$ cat config.mk
export PLATFORM = sky130hd
export DESIGN_NAME = cart_loader
export DESIGN_NICKNAME = d
export VERILOG_FILES = /design/src/verilog/cart_pkg.sv /design/src/verilog/download_decoder.sv /design/src/verilog/header_parser.sv /design/src/verilog/cheat_assembler.sv /design/src/verilog/ram_clear_engine.sv /design/src/verilog/cart_loader.sv
export VERILOG_INCLUDE_DIRS = /design/src /design/src/verilog
export SDC_FILE = /design/constraint.sdc
export NUM_CORES = 1
export LEC_CHECK = 0
export BUFFER_PORTS_ARGS = -buffer_cell sky130_fd_sc_hd__buf_2
export CORE_MARGIN = 4
export CORE_UTILIZATION = 25
export CTS_CLUSTER_DIAMETER = 200
export CTS_CLUSTER_SIZE = 8
export DETAILED_ROUTE_END_ITERATION = 16
export GPL_ROUTABILITY_DRIVEN = 0
export PLACE_DENSITY_LB_ADDON = 0.3
export SYNTH_ARGS = -nofsm -noshare
export SYNTH_HDL_FRONTEND = slang
export SYNTH_SLANG_ARGS = --single-unit
$ cat constraint.sdc
create_clock -name clk_sys -period 3.45 [get_ports clk_sys]
set_clock_uncertainty 0.05 [all_clocks]
set_input_delay 0.69 -clock clk_sys [delete_from_list [all_inputs] [get_ports clk_sys]]
set_output_delay 0.69 -clock clk_sys [all_outputs]
set_load 0.02 [all_outputs]
$ cat src/verilog/cart_settings.svh
// Cartridge loader settings
// Header offsets, download index codes, work-RAM size and the
// fill bytes used by the RAM clear

`ifndef CART_SETTINGS_SVH
`define CART_SETTINGS_SVH

// ====================
// ROM header layout
// ====================
// Copier header in front of the ROM image
`define CART_HEADER_SKIP 25'd512
// ROM size field of each info block, RAM size sits 2 bytes higher
`define CART_LOROM_INFO 25'h0007FD6
`define CART_HIROM_INFO 25'h000FFD6
`define CART_EXHIROM_INFO 25'h040FFD6
`define CART_SIZE_DEFAULT 4'hC

// Download index codes
`define CART_INDEX_CART 6'd0
`define CART_INDEX_CODE 8'hFF

// ====================
// Work-RAM clear
// ====================
`define CART_FILL_BITS 17
`define CART_FILL_A_HI 8'h66
`define CART_FILL_A_LO 8'h99
`define CART_FILL_B 8'h55
`define CART_FILL_C 8'hFF

`endif

$ cat src/verilog/cart_pkg.sv
// Cartridge loader types
// Download words, cartridge description, cheat codes and the
// option encodings shared by the loader blocks

package cart_pkg;

	// One classified word of the host download stream
	typedef struct packed {
		logic [24:0] addr;
		logic [15:0] data;
	} dl_word_t;

	// Cartridge description handed to the console core
	typedef struct packed {
		logic [7:0]  rom_type;
		logic [23:0] rom_mask;
		logic [23:0] ram_mask;
		logic        pal;
	} cart_info_t;

	// Cheat code, fields in big endian byte order as loaded
	typedef struct packed {
		logic [31:0] flags;
		logic [31:0] address;
		logic [31:0] compare;
		logic [31:0] replace;
	} cheat_code_t;

	// ROM header handling
	typedef enum logic [2:0] {
		hdr_auto,
		hdr_no_header,
		hdr_lorom,
		hdr_hirom,
		hdr_exhirom
	} header_mode_e;

	// Initial work-RAM contents
	typedef enum logic [1:0] {
		fill_checker_66_99,
		fill_stripe_00_ff,
		fill_55,
		fill_ff
	} fill_mode_e;

	// Video region override
	typedef enum logic [1:0] {
		region_auto,
		region_ntsc,
		region_pal,
		region_pal_alt
	} region_e;

endpackage

$ cat src/verilog/download_decoder.sv
// Download decoder
// Registers the host download stream, sorts each word into cartridge
// or cheat data and flags the start of a cartridge download

`timescale 1ns/1ps
`include "cart_settings.svh"

module download_decoder (
	input  logic               clk_sys,
	input  logic               reset,
	input  logic               dl_active,
	input  logic [7:0]         dl_index,
	input  logic [24:0]        dl_addr,
	input  logic [15:0]        dl_data,
	input  logic               dl_wr,
	output cart_pkg::dl_word_t word,
	output logic               cart_wr,
	output logic               code_wr,
	output logic               cart_active,
	output logic               cart_start
);

	logic cart_index;
	logic code_index;
	logic cart_level;

	// Cartridge images use any index with the low six bits clear
	assign cart_index = (dl_index[5:0] == `CART_INDEX_CART);
	assign code_index = (dl_index == `CART_INDEX_CODE);
	assign cart_level = dl_active && cart_index;

	always_ff @(posedge clk_sys) begin
		if (reset) begin
			cart_wr <= 1'b0;
			code_wr <= 1'b0;
			cart_active <= 1'b0;
			cart_start <= 1'b0;
		end else begin
			cart_wr <= dl_wr && cart_level;
			code_wr <= dl_wr && dl_active && code_index;
			cart_active <= cart_level;
			// High in the first cycle of cart_active
			cart_start <= cart_level && !cart_active;
		end
	end

	// Payload follows the strobe by one cycle
	always_ff @(posedge clk_sys) begin
		if (dl_wr) begin
			word.addr <= dl_addr;
			word.data <= dl_data;
		end
	end

	a_wr_exclusive: assert property (
		@(posedge clk_sys) disable iff (reset)
		!(cart_wr && code_wr)
	) else $error("cart_wr and code_wr high together");

endmodule

$ cat src/verilog/header_parser.sv
// ROM header parser
// Watches cartridge words for the header fields and derives the
// cartridge type, ROM and RAM address masks and the video region

`timescale 1ns/1ps
`include "cart_settings.svh"

module header_parser (
	input  logic                   clk_sys,
	input  logic                   reset,
	input  cart_pkg::dl_word_t     word,
	input  logic                   cart_wr,
	input  logic                   cart_active,
	input  cart_pkg::header_mode_e header_mode,
	input  cart_pkg::region_e      region,
	output cart_pkg::cart_info_t   cart_info
);

	logic [3:0]  rom_size;
	logic [3:0]  ram_size;
	logic [7:0]  rom_type;
	logic        header_region;
	logic        header_seen;
	logic        pal;
	logic        region_pal;
	logic        forced_mode;
	logic [24:0] info_addr;
	logic        rom_size_hit;
	logic        ram_size_hit;

	// ====================
	// Header address match
	// ====================
	always_comb begin
		forced_mode = 1'b1;
		case (header_mode)
			cart_pkg::hdr_lorom: info_addr = `CART_LOROM_INFO;
			cart_pkg::hdr_hirom: info_addr = `CART_HIROM_INFO;
			cart_pkg::hdr_exhirom: info_addr = `CART_EXHIROM_INFO;
			default: begin
				info_addr = '0;
				forced_mode = 1'b0;
			end
		endcase
	end

	// Info block sits behind the copier header in the image
	assign rom_size_hit = forced_mode && (word.addr == info_addr + `CART_HEADER_SKIP);
	assign ram_size_hit = forced_mode &&
		(word.addr == info_addr + `CART_HEADER_SKIP + 25'd2);

	// ====================
	// Size, type, region
	// ====================
	always_ff @(posedge clk_sys) begin
		if (reset) begin
			rom_size <= 4'h0;
			ram_size <= 4'h0;
			rom_type <= 8'h00;
			header_region <= 1'b0;
			header_seen <= 1'b0;
			pal <= 1'b0;
		end else begin
			if (cart_wr) begin
				header_seen <= 1'b1;
				if (word.addr == 25'd0) begin
					rom_size <= `CART_SIZE_DEFAULT;
					ram_size <= 4'h0;
					// Auto mode trusts a nonzero size byte from the loader
					if (header_mode == cart_pkg::hdr_auto && word.data[7:0] != 8'h00) begin
						{ram_size, rom_size} <= word.data[7:0];
					end
					case (header_mode)
						cart_pkg::hdr_auto: rom_type <= word.data[15:8];
						cart_pkg::hdr_hirom: rom_type <= 8'd1;
						cart_pkg::hdr_exhirom: rom_type <= 8'd2;
						default: rom_type <= 8'd0;
					endcase
				end
				if (word.addr == 25'd2) begin
					header_region <= word.data[8];
				end
				if (rom_size_hit) begin
					rom_size <= word.data[11:8];
				end
				if (ram_size_hit) begin
					ram_size <= word.data[3:0];
				end
			end
			// Region is frozen while an image is coming in
			if (!cart_active) begin
				pal <= region_pal;
			end
		end
	end

	always_comb begin
		case (region)
			cart_pkg::region_auto: region_pal = header_region;
			cart_pkg::region_ntsc: region_pal = 1'b0;
			default: region_pal = 1'b1;
		endcase
	end

	// Masks straight from the size codes, 1 KB units
	always_comb begin
		cart_info.rom_type = rom_type;
		cart_info.rom_mask = header_seen ? (24'd1024 << rom_size) - 24'd1 : 24'd0;
		cart_info.ram_mask = (ram_size != 4'h0) ? (24'd1024 << ram_size) - 24'd1 : 24'd0;
		cart_info.pal = pal;
	end

	a_pal_stable: assert property (
		@(posedge clk_sys) disable iff (reset)
		cart_active |=> $stable(cart_info.pal)
	) else $error("pal changed during cartridge download");

endmodule

$ cat src/verilog/cheat_assembler.sv
// Cheat code assembler
// Collects eight 16-bit download words into one 128-bit cheat code
// and signals when the last half has arrived

`timescale 1ns/1ps

module cheat_assembler (
	input  logic                  clk_sys,
	input  logic                  reset,
	input  cart_pkg::dl_word_t    word,
	input  logic                  code_wr,
	input  logic                  cart_start,
	output cart_pkg::cheat_code_t cheat_code,
	output logic                  cheat_valid,
	output logic                  cheat_clear
);

	logic code_done;

	// Low half first within each field
	always_ff @(posedge clk_sys) begin
		if (code_wr) begin
			case (word.addr[3:0])
				4'd0: cheat_code.flags[15:0] <= word.data;
				4'd2: cheat_code.flags[31:16] <= word.data;
				4'd4: cheat_code.address[15:0] <= word.data;
				4'd6: cheat_code.address[31:16] <= word.data;
				4'd8: cheat_code.compare[15:0] <= word.data;
				4'd10: cheat_code.compare[31:16] <= word.data;
				4'd12: cheat_code.replace[15:0] <= word.data;
				4'd14: cheat_code.replace[31:16] <= word.data;
				default: ;
			endcase
		end
	end

	// Valid one stage behind the final write, code already stable
	always_ff @(posedge clk_sys) begin
		if (reset) begin
			code_done <= 1'b0;
			cheat_valid <= 1'b0;
			cheat_clear <= 1'b0;
		end else begin
			code_done <= code_wr && (word.addr[3:0] == 4'd14);
			cheat_valid <= code_done;
			// New cheat list or new cartridge drops the stored codes
			cheat_clear <= (code_wr && word.addr == 25'd0) || cart_start;
		end
	end

	a_valid_pulse: assert property (
		@(posedge clk_sys) disable iff (reset)
		cheat_valid |=> !cheat_valid
	) else $error("cheat_valid held for two cycles");

endmodule

$ cat src/verilog/ram_clear_engine.sv
// Work-RAM clear engine
// Sweeps the whole work-RAM once per cartridge load, writing one
// byte per cycle from the selected power-on fill pattern

`timescale 1ns/1ps
`include "cart_settings.svh"

module ram_clear_engine (
	input  logic                       clk_sys,
	input  logic                       reset,
	input  logic                       cart_start,
	input  cart_pkg::fill_mode_e       fill_mode,
	output logic [`CART_FILL_BITS-1:0] fill_addr,
	output logic [7:0]                 fill_data,
	output logic                       fill_we,
	output logic                       clear_active
);

	// ====================
	// Sweep counter
	// ====================
	always_ff @(posedge clk_sys) begin
		if (reset) begin
			clear_active <= 1'b0;
			fill_addr <= '0;
		end else if (cart_start) begin
			// Also restarts a sweep already in progress
			clear_active <= 1'b1;
			fill_addr <= '0;
		end else if (clear_active) begin
			fill_addr <= fill_addr + 1'b1;
			// Last address written, counter wraps back to zero
			if (&fill_addr) begin
				clear_active <= 1'b0;
			end
		end
	end

	assign fill_we = clear_active;

	// ====================
	// Fill patterns
	// ====================
	always_comb begin
		case (fill_mode)
			cart_pkg::fill_checker_66_99: begin
				fill_data = (fill_addr[8] ^ fill_addr[2]) ? `CART_FILL_A_HI : `CART_FILL_A_LO;
			end
			cart_pkg::fill_stripe_00_ff: begin
				fill_data = (fill_addr[9] ^ fill_addr[0]) ? `CART_FILL_C : 8'h00;
			end
			cart_pkg::fill_55: fill_data = `CART_FILL_B;
			default: fill_data = `CART_FILL_C;
		endcase
	end

	a_addr_idle: assert property (
		@(posedge clk_sys) disable iff (reset)
		!clear_active |-> (fill_addr == '0)
	) else $error("fill_addr nonzero while idle");

endmodule

$ cat src/verilog/cart_loader.sv
// Cartridge loading front end
// Decodes the host download stream, parses the ROM header, builds
// cheat codes and clears work-RAM when a new cartridge arrives.
// core_hold keeps the console core stopped during load and clear

`timescale 1ns/1ps
`include "cart_settings.svh"

module cart_loader (
	input  logic                       clk_sys,
	input  logic                       reset,
	input  logic                       dl_active,
	input  logic [7:0]                 dl_index,
	input  logic [24:0]                dl_addr,
	input  logic [15:0]                dl_data,
	input  logic                       dl_wr,
	input  cart_pkg::header_mode_e     header_mode,
	input  cart_pkg::fill_mode_e       fill_mode,
	input  cart_pkg::region_e          region,
	output cart_pkg::cart_info_t       cart_info,
	output logic                       cart_active,
	output cart_pkg::cheat_code_t      cheat_code,
	output logic                       cheat_valid,
	output logic                       cheat_clear,
	output logic [`CART_FILL_BITS-1:0] fill_addr,
	output logic [7:0]                 fill_data,
	output logic                       fill_we,
	output logic                       clear_active,
	output logic                       core_hold
);

	cart_pkg::dl_word_t word;
	logic               cart_wr;
	logic               code_wr;
	logic               cart_start;

	// ====================
	// Stream decode
	// ====================
	download_decoder u_decoder (
		.clk_sys     (clk_sys),
		.reset       (reset),
		.dl_active   (dl_active),
		.dl_index    (dl_index),
		.dl_addr     (dl_addr),
		.dl_data     (dl_data),
		.dl_wr       (dl_wr),
		.word        (word),
		.cart_wr     (cart_wr),
		.code_wr     (code_wr),
		.cart_active (cart_active),
		.cart_start  (cart_start)
	);

	header_parser u_parser (
		.clk_sys     (clk_sys),
		.reset       (reset),
		.word        (word),
		.cart_wr     (cart_wr),
		.cart_active (cart_active),
		.header_mode (header_mode),
		.region      (region),
		.cart_info   (cart_info)
	);

	cheat_assembler u_cheats (
		.clk_sys     (clk_sys),
		.reset       (reset),
		.word        (word),
		.code_wr     (code_wr),
		.cart_start  (cart_start),
		.cheat_code  (cheat_code),
		.cheat_valid (cheat_valid),
		.cheat_clear (cheat_clear)
	);

	ram_clear_engine u_clear (
		.clk_sys      (clk_sys),
		.reset        (reset),
		.cart_start   (cart_start),
		.fill_mode    (fill_mode),
		.fill_addr    (fill_addr),
		.fill_data    (fill_data),
		.fill_we      (fill_we),
		.clear_active (clear_active)
	);

	// Core stays held until both download and clear are done
	assign core_hold = cart_active | clear_active;

endmodule

======== After elaboration in Yosys (flattened, before gate mapping) ========
Index checks and enable logic that the tools add are counted.
storage, ports and cells
  register bits ........................... 213
  bits of input ports ..................... 60
  output and inout bits ................... 216
  word-level logic and storage cells ...... 107
cells by class
  $add $sub $neg .......................... 5
  equality and inequality tests ........... 17
  shift-type cells ........................ 2
  mux-type cells .......................... 18
  bitwise gates (word level) .............. 3
  reductions and logical operators ........ 37
operators by type and width
  cell                                                  count
  one-hot mux 23 bit (3 select lines)                   1
  2-to-1 mux 24 bit                                     2
  one-hot mux 8 bit (3 select lines)                    2
  left shift 11 x 4 -> 24 bit, first input constant     2
  subtractor 24 x 1 -> 24 bit, second input constant    2
  adder 25 x 2 -> 25 bit, second input constant         1
  equality test 25 x 2 -> 1 bit, second input constant  1
  equality test 25 x 24 -> 1 bit                        1
  equality test 25 bit                                  1
  zero test 25 bit                                      1
  adder 23 x 10 -> 24 bit, second input constant        1
  2-to-1 mux 4 bit                                      6
  AND reduction 2 bit                                   12
  adder 17 x 1 -> 17 bit, second input constant         1
  AND reduction 17 bit                                  1
  equality test 4 bit, second input constant            4
  2-to-1 mux 8 bit                                      2
  logical AND 1 bit                                     10
  equality test 4 x 3 -> 1 bit, second input constant   2
  equality test 8 bit, second input constant            1
  nonzero test 8 bit                                    1
  equality test 3 x 2 -> 1 bit, second input constant   2
  zero test 6 bit                                       1
  equality test 2 x 1 -> 1 bit, second input constant   2
  16 further kinds                                      22

======== Depth between registers and ports, before layout ========
Gate-level depths: netlist (run 1).
  depth after elaboration ................. 8
  depth in mapped cells ................... 8
  gate-level depth less buffers ........... 7

======== Hierarchy ========
A second synthesis (run 1) with hierarchy kept.
unflattened totals
  cells, all modules ...................... 555
  area, all modules ....................... 8109.0 um^2
by module, submodules not included
  module            instances  cells each  area each (um^2)  seq. area each (um^2)
  cheat_assembler   1          155         4057.6            3903.7
  header_parser     1          232         1690.4            380.4
  download_decoder  1          55          1371.3            1311.3
  ram_clear_engine  1          112         983.4             360.3
  cart_loader       1          1           6.3               0.0

======== Worst setup path after synthesis (run 1) ========
OpenSTA, ideal clock, no wires.
  kind .................................... register -> register
  start point ............................. reg, netlist name u_decoder.word[17]
  end point ............................... reg, netlist name u_cheats.cheat_code[32]
  library setup time ...................... 0.430 ns
  arrival ................................. 2.203 ns
  data required time ...................... 2.970 ns
  path slack .............................. 0.767 ns
  cell stages (with the launch flop) ...... 3
  path buffers ............................ 1
  clock period less this slack ............ 2.683 ns
  path through ............................ edfxtp_1 > clkbuf_1 > nor4_1
between the ends
  cells in the longest elaborated chain, start to end .. 2
RTL lines
  element                               line                   text
  equality test 4 bit                   cheat_assembler.sv:23  case (word.addr[3:0])
  AND reduction 2 bit (no source line)  -
Every way passes these cells.
A chain may end at the register's enable or synchronous reset.

==> flow_metrics.env, run 1 <==
export IMPL_final_nets=882
export IMPL_cts_setup_buffers=0
export IMPL_grt_pass1_vias=5295
export IMPL_area_growth_pct=32.7
export IMPL_drive_gt1_share_pct=41.3
export IMPL_wire_per_inst_um=18.5
export IMPL_final_setup_tns_ns=0
export IMPL_rr_endpoint="u_parser.ram_size[1]$_SDFFE_PP0P_"
export IMPL_max_freq_mhz=325
export IMPL_holdCritStartpoint="dl_addr[7]"
export IMPL_die_h_um=186
export IMPL_cp_endpoint="cart_info[21]"
export IMPL_num_vias=5331
export IMPL_port_buffers=275
export IMPL_critPathRequiredTime_ns=2.71
export IMPL_cp_start_kind="flip-flop"
export IMPL_synth_top_cells_by_area="edfxtp_1 (64%), dfxtp_1 (11%), buf_4 (2.4%)"
export IMPL_cts_tree="done"
export IMPL_synth_seq_area_share_pct=74.8
export IMPL_grt_pass1_wl_um=34000
export IMPL_ant_nets=0
export IMPL_setup_violations=0
export IMPL_grt_max_degree=28
export IMPL_ys_warn_count=0
export IMPL_arrival_ns=2.34
export IMPL_peakVddDrop_mv=0.319
export IMPL_syn_nets=607
export IMPL_clkSlewWorstSetupHoldPaths_ns=0.06
export IMPL_min_path_cells=1
export IMPL_rows=65
export IMPL_antenna_found_initial=2
export IMPL_clockRootBuffer="clkbuf_16"
export IMPL_ys_flop_type="edfxtp_1"
export IMPL_worstHoldPathType="primary input to flip-flop"
export IMPL_leakage_nw=4.24
export IMPL_drt_iter0_drc=309
export IMPL_final_hold_viol_count=0
export IMPL_pin_count=276
export IMPL_rsz0062_at_grt="no"
export IMPL_fin_hold_ws_ns=0.275
export IMPL_power_total_mw=5.67
export IMPL_crit_fanout=12
export IMPL_track_usage_pct=12.6
export IMPL_drv_slew=0
export IMPL_die_area_um2=34800
export IMPL_antenna_cells=0
export IMPL_cts_hold_buf=0
export IMPL_overflow=0
export IMPL_fin_crit_sh_pct=89.3
export IMPL_drc=0
export IMPL_postPlaceCellArea_um2=9710
export IMPL_die_x_um=186
export IMPL_worst_pin_slew_ns=0.631
export IMPL_worstSkewPairLatency_ns=0.54
export IMPL_htreeDepth=1
export IMPL_cp_startpoint="u_parser.ram_size[2]$_SDFFE_PP0P_"
export IMPL_finalNonFillerCells=1242
export IMPL_drt_wl_total_um=23000
export IMPL_r2r_start="u_decoder.word[16]$_DFFE_PP_"
export IMPL_syn_area_um2=7970
export IMPL_min_period_ns=3.08
export IMPL_r2r_setup_slack_ns=1.09
export IMPL_design_area_um2=10600
export IMPL_p_per_area_nw_per_um2=537
export IMPL_coreArea_um2=31500
export IMPL_vias_per_cell=4.29
export IMPL_synth_top_area_cell="edfxtp_1"
export IMPL_synth_seq_cells=213
export IMPL_cts_sinks=213
export IMPL_synth_async_reset_ratio_pct=0
export IMPL_rr_worst_depth=6
export IMPL_drv_cap=0
export IMPL_avgSynthCellArea_um2=14.7
export IMPL_clock_path_buffers=3
export IMPL_cts_buffers=30
export IMPL_pre_cts_ws_ns=0.942
export IMPL_dp_hpwl_um=16300
export IMPL_synth_distinct_cells=56
export IMPL_relSlewSlack_pct=58.0
export IMPL_layout_common_cells="buf_2 (275), edfxtp_1 (169), dfxtp_1 (44), nand2_1 (38), nor2_1 (36)"
export IMPL_endpoint_kind="output port"
export IMPL_syn_inst=543
export IMPL_initial_core_util_pct=25.3
export IMPL_dpl_cell_count=1188
export IMPL_cts_repair_resized=0
export IMPL_final_common_cell="buf_2"
export IMPL_setup_ws_ns=0.369
export IMPL_yosysTopAreaCellShare_pct=63.7
export IMPL_final_core_util_pct=33.6
export IMPL_status="completed"
export IMPL_drtPass1Iterations=6
export IMPL_criticalPathCategory="flip-flop to output port"
export IMPL_synth_edff_count=169
## state kept, by name, summed over array words and instances, names as in the netlist, 4 cells and up
signal and flops:
u_cheats.cheat_code 128, u_clear.fill_addr 17, u_parser.rom_type 8, u_decoder.word 41
u_parser.ram_size 4, u_parser.rom_size 4
## worst max-delay path, cell delays in order, from the launching register on
cell and delay, ns:
dfxtp_1 0.40, nor2_1 0.35, nand3_1 0.17, ha_1 0.26, nor2b_1 0.21, a32o_1 0.22, buf_2 0.18
## worst min path at each step
stage / end / slack (ns)
5_1_grt: u_decoder.word[2]$_DFFE_PP_ / 0.25
3_5_place_dp: u_parser.rom_type[7]$_SDFFE_PP0P_ / 0.40
3_3_place_gp: u_cheats.cheat_valid$_SDFF_PP0_ / 0.37
2_1_floorplan: u_cheats.cheat_valid$_SDFF_PP0_ / 0.36
4_1_cts: u_decoder.word[12]$_DFFE_PP_ / 0.25
6_report: u_decoder.word[23]$_DFFE_PP_ / 0.27
## metal layers
layer / up-vias / global-route usage [%] / routed length [um]
met5: - / 0 / 21
met4: 4 / 3.38 / 610
met3: 43 / 3.35 / 1480
met2: 193 / 20.8 / 10800
met1: 2536 / 16.6 / 10100
li1: 2555 / - / -
## Yosys cell counts, drive strengths merged (6+ instances only)
master  instances
edfxtp        169
dfxtp          44
nor2           39
nand2          38
buf            28
a21oi          27
nor3           20
clkbuf         17
nand3          15
o21ai          14
nor2b          11
nor4           11
xor2           11
and2            9
inv             7
a32o            6
or2             6
## cell type report
type	instances	area [um^2]
clock inverters	2	21.3
multi-input cells	278	1760
clock buffers	52	833
flip-flops and latches	213	5960
repair buffers	288	1470
fillers	3125	20900
inverters	7	26.3
well taps	402	503
## report_power, final
group | internal, mW | switching, mW
Sequential | 2.83 | 0.0732
Combinational | 0.0473 | 0.0692
Clock | 1.61 | 1.04
Total | 4.49 | 1.18
## kinds of logic after synthesis
group | count (synthesis) | synth area share (%)
simple gates | 181 | 12.6
buf+inv | 52 | 3.66
xor+xnor | 15 | 1.65
compound gates | 74 | 6.14
mux | 4 | 0.518
fa+ha+maj | 4 | 0.628
flops | 213 | 74.8
Power figures use the tool's default switching activity.
==> inputs of run 2 (changes only) <==
==> constraint.sdc (replaced) <==
create_clock -name clk_sys -period 3.45 [get_ports clk_sys]
set_clock_uncertainty 0.05 [all_clocks]
set_input_delay 0.1725 -clock clk_sys [delete_from_list [all_inputs] [get_ports clk_sys]]
set_output_delay 0.1725 -clock clk_sys [all_outputs]
set_load 0.02 [all_outputs]
==> run 2 against run 1 <==
Effect of this change:
- sequential power is essentially flat
- non-clock buffer count increased by 48
- final cell count is 3.9% higher
- count of clock-buffer cells in the layout unchanged
- final area is 4.6% higher
- via count up 3.8%
- combinational power grew 38%
- global-route usage barely moved
- worst setup slack gained 0.48 ns
- die area stayed put
- worst hold slack worse by 0.26 ns
==> flow_metrics.env, run 2 (synthesis results as in run 1) <==
export IMPL_rr_endpoint="u_parser.rom_size[1]$_SDFFE_PP0P_"
export IMPL_die_x_um=186
export IMPL_clock_path_buffers=3
export IMPL_drv_cap=0
export IMPL_fin_crit_sh_pct=75.4
export IMPL_layout_common_cells="buf_2 (275), edfxtp_1 (169), dlygate4sd3_1 (50), dfxtp_1 (44), nand2_1 (38)"
export IMPL_crit_fanout=9
export IMPL_ant_nets=0
export IMPL_grt_pass1_wl_um=34500
export IMPL_die_h_um=186
export IMPL_rsz0062_at_grt="no"
export IMPL_endpoint_kind="output port"
export IMPL_area_growth_pct=38.8
export IMPL_criticalPathCategory="flip-flop to output port"
export IMPL_worst_pin_slew_ns=0.838
export IMPL_drive_gt1_share_pct=38.9
export IMPL_final_setup_tns_ns=0
export IMPL_rr_worst_depth=6
export IMPL_peakVddDrop_mv=0.343
export IMPL_worstHoldPathType="primary input to flip-flop"
export IMPL_path_delay_family="simple AND/OR/NAND/NOR gates"
export IMPL_antenna_cells=0
export IMPL_setup_violations=0
export IMPL_num_vias=5535
export IMPL_cp_start_kind="flip-flop"
export IMPL_r2r_setup_slack_ns=0.87
export IMPL_crit_chain="nor2_1 -> nand3_1 -> ha_1 -> nor2b_1 -> a32o_1 -> buf_2"
export IMPL_pin_count=276
export IMPL_critPathRequiredTime_ns=3.23
export IMPL_initial_core_util_pct=25.3
export IMPL_worst_path_stages=6
export IMPL_rows=65
export IMPL_pre_cts_ws_ns=0.853
export IMPL_postPlaceCellArea_um2=9700
export IMPL_drt_wl_total_um=23000
export IMPL_clkSlewWorstSetupHoldPaths_ns=0.06
export IMPL_min_period_ns=2.60
export IMPL_grt_max_degree=42
export IMPL_p_per_area_nw_per_um2=517
export IMPL_worstSkewPairLatency_ns=0.54
export IMPL_crit_buf_inv=1
export IMPL_largest_reg_flops=128
export IMPL_final_hold_viol_count=0
export IMPL_coreArea_um2=31500
export IMPL_die_area_um2=34800
export IMPL_drv_slew=0
export IMPL_dp_hpwl_um=15900
export IMPL_final_nets=930
export IMPL_cp_startpoint="u_parser.ram_size[1]$_SDFFE_PP0P_"
export IMPL_drtPass1Iterations=4
export IMPL_regArea_um2=5960
export IMPL_power_total_mw=5.72
export IMPL_cp_slowest_cell="dfxtp_1"
export IMPL_leakage_nw=4.45
export IMPL_r2r_start="u_decoder.word[16]$_DFFE_PP_"
export IMPL_relSlewSlack_pct=44.0
export IMPL_track_usage_pct=12.6
export IMPL_multi_input_area_um2=1760
export IMPL_drt_iter0_drc=299
export IMPL_fill_cells=3098
export IMPL_overflow=0
export IMPL_grt_pass1_vias=5521
export IMPL_fin_hold_ws_ns=0.0145
export IMPL_wire_per_inst_um=17.8
export IMPL_design_area_um2=11100
export IMPL_cts_tree="done"
export IMPL_cts_setup_buffers=0
export IMPL_arrival_ns=2.38
export IMPL_setup_ws_ns=0.850
export IMPL_status="completed"
export IMPL_htreeDepth=1
export IMPL_vias_per_cell=4.29
export IMPL_slowest_delay_ns=0.43
export IMPL_port_buffers=275
export IMPL_final_common_cell="buf_2"
export IMPL_cts_sinks=213
export IMPL_cts_buffers=30
export IMPL_antenna_found_initial=0
export IMPL_cp_endpoint="cart_info[21]"
export IMPL_max_freq_mhz=385
export IMPL_clockRootBuffer="clkbuf_16"
export IMPL_drc=0
run 2: cell types whose count changed in the layout (fill, tap and decap cells not counted):
| cell | delta |
|---|---|
| dlygate4sd3_1 | +50 |
| buf_4 | -2 |
run 2: report_power, final:
group / switching [mW] / internal, mW
clock: 1.04 / 1.61
combinational: 0.0794 / 0.0821
sequential: 0.0710 / 2.83
run 2: stage by stage:
stage                     utilization, %  std cells
final                               35.1       1290
after global routing                35.1       1290
after CTS                           35.1       1290
after detailed placement            30.8       1186
after global placement              30.8       1186
after floorplan                        -        543
run 2: layout make-up:
type / instances / area share, %
clock buffers: 52 / 7.54
clock inverters: 2 / 0.192
inverters: 7 / 0.238
multi-input cells: 278 / 15.9
flip-flops and latches: 213 / 53.9
well taps: 402 / 4.55
repair buffers: 336 / 17.7
run 2: layer usage:
metal	global-route usage, %	part of all wire [%]	vias to the layer above
li1	-	-	2656
met1	16.9	44	2649
met2	20.9	48	199
met3	3.14	6.1	31
met4	2.79	2.0	0
met5	0	0	-
run 2: worst min path at each step:
stage / from / to / depth (start not counted)
global route: reset / u_parser.header_seen$_SDFFE_PP0P_ / 2
detailed placement: dl_addr[21] / u_decoder.word[37]$_DFFE_PP_ / 1
floorplan: dl_index[4] / u_decoder.cart_active$_SDFF_PP0_ / 1
finish: reset / u_parser.header_seen$_SDFFE_PP0P_ / 2
global placement: dl_addr[21] / u_decoder.word[37]$_DFFE_PP_ / 1
CTS: reset / u_parser.header_seen$_SDFFE_PP0P_ / 2
run 2: timing repair:
action,in CTS,in global routing
gates resized for setup,0,0
hold endpoints to repair,47,0
hold buffers,50,0
